`config.mk`:
```
export PLATFORM = sky130hd
export DESIGN_NAME = axis_in_top
export DESIGN_NICKNAME = d
export VERILOG_FILES = /design/src/rtl/axis_in_pkg.sv /design/src/rtl/axis_in_word_if.sv /design/src/rtl/axis_in_packer.sv /design/src/rtl/axis_in_fifo.sv /design/src/rtl/axis_in_regs.sv /design/src/rtl/axis_in_top.sv
export SDC_FILE = /design/constraint.sdc
export NUM_CORES = 1
export LEC_CHECK = 0
export BUFFER_PORTS_ARGS = -buffer_cell sky130_fd_sc_hd__buf_2
export CAP_MARGIN = 20
export CORE_MARGIN = 3
export CORE_UTILIZATION = 56
export CTS_BUF_LIST = sky130_fd_sc_hd__clkbuf_8
export CTS_CLUSTER_SIZE = 14
export DETAILED_ROUTE_END_ITERATION = 10
export PLACE_DENSITY = 0.87
export SLEW_MARGIN = 25
export SYNTH_ARGS = -nofsm -noshare
export SYNTH_HDL_FRONTEND = slang
export SYNTH_SLANG_ARGS = --single-unit
```
`constraint.sdc`:
```
create_clock -name clk_i -period 5.1 [get_ports clk_i]
set_clock_uncertainty 0.1 [all_clocks]
set_input_delay 0.51 -clock clk_i [delete_from_list [all_inputs] [get_ports clk_i]]
set_output_delay 0.51 -clock clk_i [all_outputs]
set_load 0.02 [all_outputs]
```
`src/rtl/axis_in_pkg.sv`:
```
package axis_in_pkg;

   // Packed word and register bus width
   localparam int CPU_DATA_W = 32;

   // Register port word address width
   localparam int ADDR_W = 3;

   // Register word addresses
   localparam logic [ADDR_W-1:0] REG_SOFT_RESET = 3'd0;
   localparam logic [ADDR_W-1:0] REG_ENABLE     = 3'd1;
   localparam logic [ADDR_W-1:0] REG_THRESHOLD  = 3'd2;
   localparam logic [ADDR_W-1:0] REG_STATUS     = 3'd3;
   localparam logic [ADDR_W-1:0] REG_DATA       = 3'd4;

   // STATUS field positions
   localparam int STATUS_LAST_BIT  = 4;
   localparam int STATUS_EMPTY_BIT = 5;
   localparam int STATUS_LEVEL_LSB = 16;

   // Packer FSM
   typedef enum logic {
      PACK_WRITE = 1'b0,
      PACK_PAD   = 1'b1
   } pack_state_t;

endpackage

```
`src/rtl/axis_in_word_if.sv`:
```
`timescale 1ns/1ns

interface axis_in_word_if
   import axis_in_pkg::*;
#(
   parameter int LANES = 4
) ();

   logic                  push;
   logic [CPU_DATA_W-1:0] data;
   logic [LANES-1:0]      strb;
   logic                  last;
   logic                  full;

   // Packer side, never pushes while full
   modport producer(output push, output data, output strb, output last, input full);

   // Buffer side
   modport consumer(input push, input data, input strb, input last, output full);

endinterface

```
`src/rtl/axis_in_packer.sv`:
```
`timescale 1ns/1ns

module axis_in_packer
   import axis_in_pkg::*;
#(
   parameter int TDATA_W = 8
) (
   input  logic               clk_i,
   input  logic               rst_n_i,
   input  logic               clr_i,
   input  logic               enable_i,
   input  logic [TDATA_W-1:0] axis_tdata_i,
   input  logic               axis_tvalid_i,
   input  logic               axis_tlast_i,
   output logic               axis_tready_o,
   axis_in_word_if.producer   word
);

   localparam int LANES  = CPU_DATA_W / TDATA_W;
   localparam int LANE_W = (LANES > 1) ? $clog2(LANES) : 1;

   pack_state_t           state_q;
   logic [LANE_W-1:0]     lane_q;
   logic [CPU_DATA_W-1:0] data_q;
   logic [LANES-1:0]      strb_q;

   logic [CPU_DATA_W-1:0] data_nxt;
   logic [LANES-1:0]      strb_nxt;
   logic                  can_step;
   logic                  accept;
   logic                  pad_step;
   logic                  advance;
   logic                  last_lane;

   // Buffer space, enabled and no soft clear in progress
   assign can_step = enable_i & ~word.full & ~clr_i;

   assign axis_tready_o = can_step & (state_q == PACK_WRITE);
   assign accept        = axis_tvalid_i & axis_tready_o;
   assign pad_step      = can_step & (state_q == PACK_PAD);
   assign advance       = accept | pad_step;
   assign last_lane     = (lane_q == LANE_W'(LANES - 1));

   // Current lane gets the beat, or zero while padding
   always_comb begin
      data_nxt = data_q;
      strb_nxt = strb_q;
      if (state_q == PACK_WRITE) begin
         data_nxt[lane_q*TDATA_W +: TDATA_W] = axis_tdata_i;
         strb_nxt[lane_q]                    = 1'b1;
      end else begin
         data_nxt[lane_q*TDATA_W +: TDATA_W] = '0;
         strb_nxt[lane_q]                    = 1'b0;
      end
   end

   // Word leaves on the edge that fills the top lane
   assign word.push = advance & last_lane;
   assign word.data = data_nxt;
   assign word.strb = strb_nxt;
   assign word.last = (state_q == PACK_PAD) | axis_tlast_i;

   always_ff @(posedge clk_i) begin
      if (!rst_n_i || clr_i) begin
         state_q <= PACK_WRITE;
         lane_q  <= '0;
      end else if (advance) begin
         if (last_lane) begin
            lane_q  <= '0;
            state_q <= PACK_WRITE;
         end else begin
            lane_q <= lane_q + 1'b1;
            // Early tlast, fill the rest with padding
            if (state_q == PACK_WRITE && axis_tlast_i) begin
               state_q <= PACK_PAD;
            end
         end
      end
   end

   // Partial word, every lane is rewritten before a push
   always_ff @(posedge clk_i) begin
      if (advance) begin
         data_q <= data_nxt;
         strb_q <= strb_nxt;
      end
   end

endmodule

```
`src/rtl/axis_in_fifo.sv`:
```
`timescale 1ns/1ns

module axis_in_fifo
   import axis_in_pkg::*;
#(
   parameter int LANES           = 4,
   parameter int FIFO_DEPTH_LOG2 = 3
) (
   input  logic                       clk_i,
   input  logic                       rst_n_i,
   input  logic                       clr_i,
   axis_in_word_if.consumer           word,
   input  logic                       pop_i,
   output logic [CPU_DATA_W-1:0]      head_data_o,
   output logic [LANES-1:0]           head_strb_o,
   output logic                       head_last_o,
   output logic                       empty_o,
   output logic [FIFO_DEPTH_LOG2:0]   level_o
);

   localparam int DEPTH   = 1 << FIFO_DEPTH_LOG2;
   localparam int ENTRY_W = CPU_DATA_W + LANES + 1;

   // Entry layout {last, strb, data}
   logic [ENTRY_W-1:0]         mem [DEPTH];
   logic [FIFO_DEPTH_LOG2-1:0] wr_ptr_q;
   logic [FIFO_DEPTH_LOG2-1:0] rd_ptr_q;
   logic [FIFO_DEPTH_LOG2:0]   level_q;
   logic                       do_push;
   logic                       do_pop;

   assign empty_o   = (level_q == '0);
   assign word.full = (level_q == (FIFO_DEPTH_LOG2 + 1)'(DEPTH));
   assign level_o   = level_q;

   assign do_push = word.push & ~word.full;
   // Pop on empty is dropped here
   assign do_pop  = pop_i & ~empty_o;

   // Show-ahead head
   assign head_data_o = mem[rd_ptr_q][CPU_DATA_W-1:0];
   assign head_strb_o = mem[rd_ptr_q][CPU_DATA_W +: LANES];
   assign head_last_o = mem[rd_ptr_q][ENTRY_W-1];

   always_ff @(posedge clk_i) begin
      if (do_push) begin
         mem[wr_ptr_q] <= {word.last, word.strb, word.data};
      end
   end

   always_ff @(posedge clk_i) begin
      if (!rst_n_i || clr_i) begin
         wr_ptr_q <= '0;
         rd_ptr_q <= '0;
         level_q  <= '0;
      end else begin
         if (do_push) begin
            wr_ptr_q <= wr_ptr_q + 1'b1;
         end
         if (do_pop) begin
            rd_ptr_q <= rd_ptr_q + 1'b1;
         end
         case ({do_push, do_pop})
            2'b10:   level_q <= level_q + 1'b1;
            2'b01:   level_q <= level_q - 1'b1;
            default: level_q <= level_q;
         endcase
      end
   end

endmodule

```
`src/rtl/axis_in_regs.sv`:
```
`timescale 1ns/1ns

module axis_in_regs
   import axis_in_pkg::*;
#(
   parameter int LANES           = 4,
   parameter int FIFO_DEPTH_LOG2 = 3
) (
   input  logic                     clk_i,
   input  logic                     rst_n_i,
   input  logic                     reg_avalid_i,
   input  logic [ADDR_W-1:0]        reg_addr_i,
   input  logic [CPU_DATA_W-1:0]    reg_wdata_i,
   input  logic                     reg_wen_i,
   output logic                     reg_ready_o,
   output logic                     reg_rvalid_o,
   output logic [CPU_DATA_W-1:0]    reg_rdata_o,
   input  logic [CPU_DATA_W-1:0]    head_data_i,
   input  logic [LANES-1:0]         head_strb_i,
   input  logic                     head_last_i,
   input  logic                     empty_i,
   input  logic [FIFO_DEPTH_LOG2:0] level_i,
   output logic                     pop_o,
   output logic                     clr_o,
   output logic                     enable_o,
   output logic [CPU_DATA_W-1:0]    tdata_o,
   output logic                     tvalid_o,
   input  logic                     tready_i,
   output logic                     fifo_threshold_o
);

   localparam int LEVEL_W = FIFO_DEPTH_LOG2 + 1;

   logic                  enable_q;
   logic [CPU_DATA_W-1:0] threshold_q;
   logic                  rvalid_q;
   logic [CPU_DATA_W-1:0] rdata_q;

   logic                  wr_access;
   logic                  rd_access;
   logic                  data_rd;
   logic                  dma_pop;
   logic [CPU_DATA_W-1:0] status;
   logic [CPU_DATA_W-1:0] rdata_mux;

   assign reg_ready_o = 1'b1;
   assign wr_access   = reg_avalid_i & reg_wen_i;
   assign rd_access   = reg_avalid_i & ~reg_wen_i;
   assign data_rd     = rd_access & (reg_addr_i == REG_DATA);

   // Soft clear acts on the write edge itself
   assign clr_o    = wr_access & (reg_addr_i == REG_SOFT_RESET) & reg_wdata_i[0];
   assign enable_o = enable_q;

   // DMA port
   assign tvalid_o = ~empty_i & enable_q;
   assign tdata_o  = head_data_i;
   assign dma_pop  = tvalid_o & tready_i;

   // A DATA read in the same cycle shares the DMA pop
   assign pop_o = dma_pop | (data_rd & ~empty_i);

   assign fifo_threshold_o = (CPU_DATA_W'(level_i) >= threshold_q);

   // Head fields are masked when there is no head word
   always_comb begin
      status = '0;
      if (!empty_i) begin
         status[LANES-1:0]       = head_strb_i;
         status[STATUS_LAST_BIT] = head_last_i;
      end
      status[STATUS_EMPTY_BIT]             = empty_i;
      status[STATUS_LEVEL_LSB +: LEVEL_W]  = level_i;
   end

   always_comb begin
      case (reg_addr_i)
         REG_ENABLE:    rdata_mux = CPU_DATA_W'(enable_q);
         REG_THRESHOLD: rdata_mux = threshold_q;
         REG_STATUS:    rdata_mux = status;
         REG_DATA:      rdata_mux = empty_i ? '0 : head_data_i;
         default:       rdata_mux = '0;
      endcase
   end

   always_ff @(posedge clk_i) begin
      if (!rst_n_i) begin
         enable_q    <= 1'b0;
         threshold_q <= '1;
         rvalid_q    <= 1'b0;
      end else begin
         rvalid_q <= rd_access;
         if (wr_access && reg_addr_i == REG_ENABLE) begin
            enable_q <= reg_wdata_i[0];
         end
         if (wr_access && reg_addr_i == REG_THRESHOLD) begin
            threshold_q <= reg_wdata_i;
         end
      end
   end

   // Read data is captured with the access
   always_ff @(posedge clk_i) begin
      if (rd_access) begin
         rdata_q <= rdata_mux;
      end
   end

   assign reg_rvalid_o = rvalid_q;
   assign reg_rdata_o  = rdata_q;

endmodule

```
`src/rtl/axis_in_top.sv`:
```
`timescale 1ns/1ns

module axis_in_top
   import axis_in_pkg::*;
#(
   parameter int TDATA_W         = 8,
   parameter int FIFO_DEPTH_LOG2 = 3
) (
   input  logic                  clk_i,
   input  logic                  rst_n_i,
   input  logic [TDATA_W-1:0]    axis_tdata_i,
   input  logic                  axis_tvalid_i,
   input  logic                  axis_tlast_i,
   output logic                  axis_tready_o,
   input  logic                  reg_avalid_i,
   input  logic [ADDR_W-1:0]     reg_addr_i,
   input  logic [CPU_DATA_W-1:0] reg_wdata_i,
   input  logic                  reg_wen_i,
   output logic                  reg_ready_o,
   output logic                  reg_rvalid_o,
   output logic [CPU_DATA_W-1:0] reg_rdata_o,
   output logic [CPU_DATA_W-1:0] tdata_o,
   output logic                  tvalid_o,
   input  logic                  tready_i,
   output logic                  fifo_threshold_o
);

   localparam int LANES = CPU_DATA_W / TDATA_W;

   logic                     clr;
   logic                     enable;
   logic                     pop;
   logic [CPU_DATA_W-1:0]    head_data;
   logic [LANES-1:0]         head_strb;
   logic                     head_last;
   logic                     empty;
   logic [FIFO_DEPTH_LOG2:0] level;

   axis_in_word_if #(.LANES(LANES)) word_if ();

   axis_in_packer #(
      .TDATA_W(TDATA_W)
   ) packer_inst (
      .clk_i        (clk_i),
      .rst_n_i      (rst_n_i),
      .clr_i        (clr),
      .enable_i     (enable),
      .axis_tdata_i (axis_tdata_i),
      .axis_tvalid_i(axis_tvalid_i),
      .axis_tlast_i (axis_tlast_i),
      .axis_tready_o(axis_tready_o),
      .word         (word_if.producer)
   );

   axis_in_fifo #(
      .LANES          (LANES),
      .FIFO_DEPTH_LOG2(FIFO_DEPTH_LOG2)
   ) fifo_inst (
      .clk_i      (clk_i),
      .rst_n_i    (rst_n_i),
      .clr_i      (clr),
      .word       (word_if.consumer),
      .pop_i      (pop),
      .head_data_o(head_data),
      .head_strb_o(head_strb),
      .head_last_o(head_last),
      .empty_o    (empty),
      .level_o    (level)
   );

   axis_in_regs #(
      .LANES          (LANES),
      .FIFO_DEPTH_LOG2(FIFO_DEPTH_LOG2)
   ) regs_inst (
      .clk_i           (clk_i),
      .rst_n_i         (rst_n_i),
      .reg_avalid_i    (reg_avalid_i),
      .reg_addr_i      (reg_addr_i),
      .reg_wdata_i     (reg_wdata_i),
      .reg_wen_i       (reg_wen_i),
      .reg_ready_o     (reg_ready_o),
      .reg_rvalid_o    (reg_rvalid_o),
      .reg_rdata_o     (reg_rdata_o),
      .head_data_i     (head_data),
      .head_strb_i     (head_strb),
      .head_last_i     (head_last),
      .empty_i         (empty),
      .level_i         (level),
      .pop_o           (pop),
      .clr_o           (clr),
      .enable_o        (enable),
      .tdata_o         (tdata_o),
      .tvalid_o        (tvalid_o),
      .tready_i        (tready_i),
      .fifo_threshold_o(fifo_threshold_o)
   );

endmodule

```
==> impl_metrics.toml <==
[logic_synthesis]
postSynthAreaPerCell_um2 = 17.3
ys.warnings.count = 0
seq_area_frac_synth_pct = 72.9
syn_inst = 945
synth_edf_count = 364
netlist_area_um2 = 16400
ys_ff_latch = 414
syn_nets = 1008
synth_cell_types = 57
synthArstFlopShare_pct = 0
ys.flop_type = "edfxtp_1"

[clock_network]
cts_sinks = 414
cts_made_buffers = 61
ctsResizeCount = 0
clk_latency_ns = 0.60
path_clk_slew_ns = 0.06
post_cts_buffers = 0
clock_path_buffers = 3
root_buffer = "clkbuf_8"
h-tree-depth = 2
cts_tree = "done"
cts_hold_buf = 13

[layout]
area_growth_pct = 13.8
layout_common_cells = "edfxtp_1, buf_2, nand2_1, mux4_2, inv_1"
n_antenna_cell = 0
final_common_cell = "edfxtp_1"
fin_nets = 1167
drive_gt1_share_pct = 29.1

[worst_hold_path]
hold_path_depth = 3
hp-class = "input port to flop"

[die]
core_area_um2 = 28300
die-area_um2 = 31300
die_y_um = 177
rows = 61
io_pins = 119
start_util_pct = 57.8
die_w_um = 177

[setup_path]
required_ns = 4.49
crit_arrival_ns = 2.96
cp_slowest_stage_delay_ns = 0.83
critPathSlowestCell = "dfxtp_4"
worst-path-stages = 4
critPathBufInv = 2
end_kind = "output pin"
worstSetupPathType = "flop to output pin"
reg2reg_depth = 6
critPathTopFamily = "multiplexers"
crit_chain = "buf_12 > mux4_2 > mux2_2 > buf_2"
crit_fanout = 39
crit_path_start_kind = "flop"

[power]
p_switching_mw = 1.27
ir_worst_vdd_mv = 0.195
clkPwrFrac_pct = 38.6
p_leak_nw = 6.50
p_int_mw = 4.93
combPwrFrac_pct = 2.1
p_seq_share_pct = 59.3
swShare_pct = 20.5
power.density_nw_per_um2 = 333

[global_route]
grt_pass1_vias = 9530
grt_pass1_wl_um = 55400
grt_usage_pct = 23.4
antenna_found_initial = 4
grt_remaining_overflow = 0
grt_start_max_net_pins = 41

[timing]
max_slew_margin_pct = 31.2
setup_tns_ns = 0
setup_viol = 0
fin_crit_sh_pct = 69.9
worst_pin_slew_ns = 1.03
layout_min_cycle_time_ns = 3.57
hold_violations = 0
slew_violations = 0
hold_ws_ns = 0.0359
max_freq_mhz = 280
rsz0062_at_grt = "false"

[drt]
drtAntennaViolNets = 0
drtPass1Iterations = 5
wl_per_cell_um = 23.4
drt_wl_total_um = 35700
num_vias = 9317
viasPerCell = 6.09
drc = 0
first_iter_violations = 980

[placed_design]
gp_congestion = 0.841
port_buffers = 117
dp_hpwl_um = 22300

[flow_run]
maxCapViolations = 0

[run_status]
status = "finished, final reports clean"
[worst reg2reg max path: cells and delay by family, from the launching register on]
family | cells | cell delay (ns)
buf+inv | 1 | 0.37
compound gates | 2 | 0.90
flops | 1 | 0.54
simple gates | 3 | 1.13
[cell usage after synthesis, types with 16 or more instances]
master | instances | area [µm²]
mux2_2 | 32 | 360
nor2_1 | 16 | 60.1
clkbuf_1 | 27 | 101
a22o_1 | 22 | 193
o21ai_0 | 36 | 180
dfxtp_1 | 50 | 1000
mux4_2 | 74 | 1670
edfxtp_1 | 364 | 10900
inv_1 | 44 | 165
nand2_1 | 110 | 413
nand3_1 | 33 | 165
[kinds of logic after synthesis]
family | share of synthesized area, %
fa+ha+maj | 0.995
other cells | 0.0229
buf+inv | 2.78
flops | 72.9
compound gates | 3.86
xor+xnor | 0.428
mux | 13.2
simple gates | 5.78
[stage by stage]
step / cell area [µm²] / setup WS (ns) / cells / utilization (%) / total power, mW
3_5_place_dp: 17400 / 1.54 / 1405 / 61.4 / 3.87
3_3_place_gp: 17400 / 1.73 / 1405 / 61.4 / 3.87
4_1_cts: 18600 / 1.43 / 1529 / 65.7 / 6.25
6_report: 18600 / 1.53 / 1530 / 65.7 / 6.20
5_1_grt: 18600 / 1.32 / 1530 / 65.7 / 6.41
2_1_floorplan: 16400 / 0.535 / 945 / - / 3.82
[final timing paths]
check	from	to	slack, ns
setup / recovery	flop	tdata_o[27]	1.53
hold / removal	reg_wdata_i[10]	regs_inst.threshold_q[10]	0.04
setup reg to reg	fifo_inst.level_o[1]	fifo_inst.mem[5][18]	1.72
hold reg to reg	fifo_inst.rd_ptr_q[1]	flop	0.38
[flip-flops by register name, summed over array words and instances, names as in the netlist, 2 cells and up, named ones only]
name	flops
fifo_inst.rd_ptr_q	3
fifo_inst.mem	296
packer_inst.data_q	32
packer_inst.lane_q	2
fifo_inst.wr_ptr_q	3
regs_inst.reg_rdata_o	32
regs_inst.threshold_q	32
packer_inst.strb_q	4
fifo_inst.level_o	4
[per-layer routing]
metal	vias to the layer above	global-route usage [%]	routed length, µm
met5	-	0	57
met2	565	37.2	17100
met3	86	7.16	3970
met4	8	7.59	876
li1	3981	-	-
met1	4677	31.5	13700
[power groups by stage]
stage          clock network [mW]  registers (mW)  logic (mW)
3_5_place_dp                    0            3.75       0.120
2_1_floorplan                   0            3.77      0.0506
6_report                     2.39            3.68       0.130
3_3_place_gp                    0            3.75       0.116
5_1_grt                      2.59            3.68       0.141
4_1_cts                      2.44            3.68       0.128
[cell type report]
class | instances | area [µm²]
Clock inverter | 50 | 258
Multi-Input combinational cell | 434 | 4050
Timing Repair Buffer | 148 | 888
Inverter | 45 | 169
Clock buffer | 61 | 840
Sequential cell | 414 | 11900
Fill cell | 1778 | 9700
Tap cell | 378 | 473
Note: power is estimated with default switching activity, not from simulation.
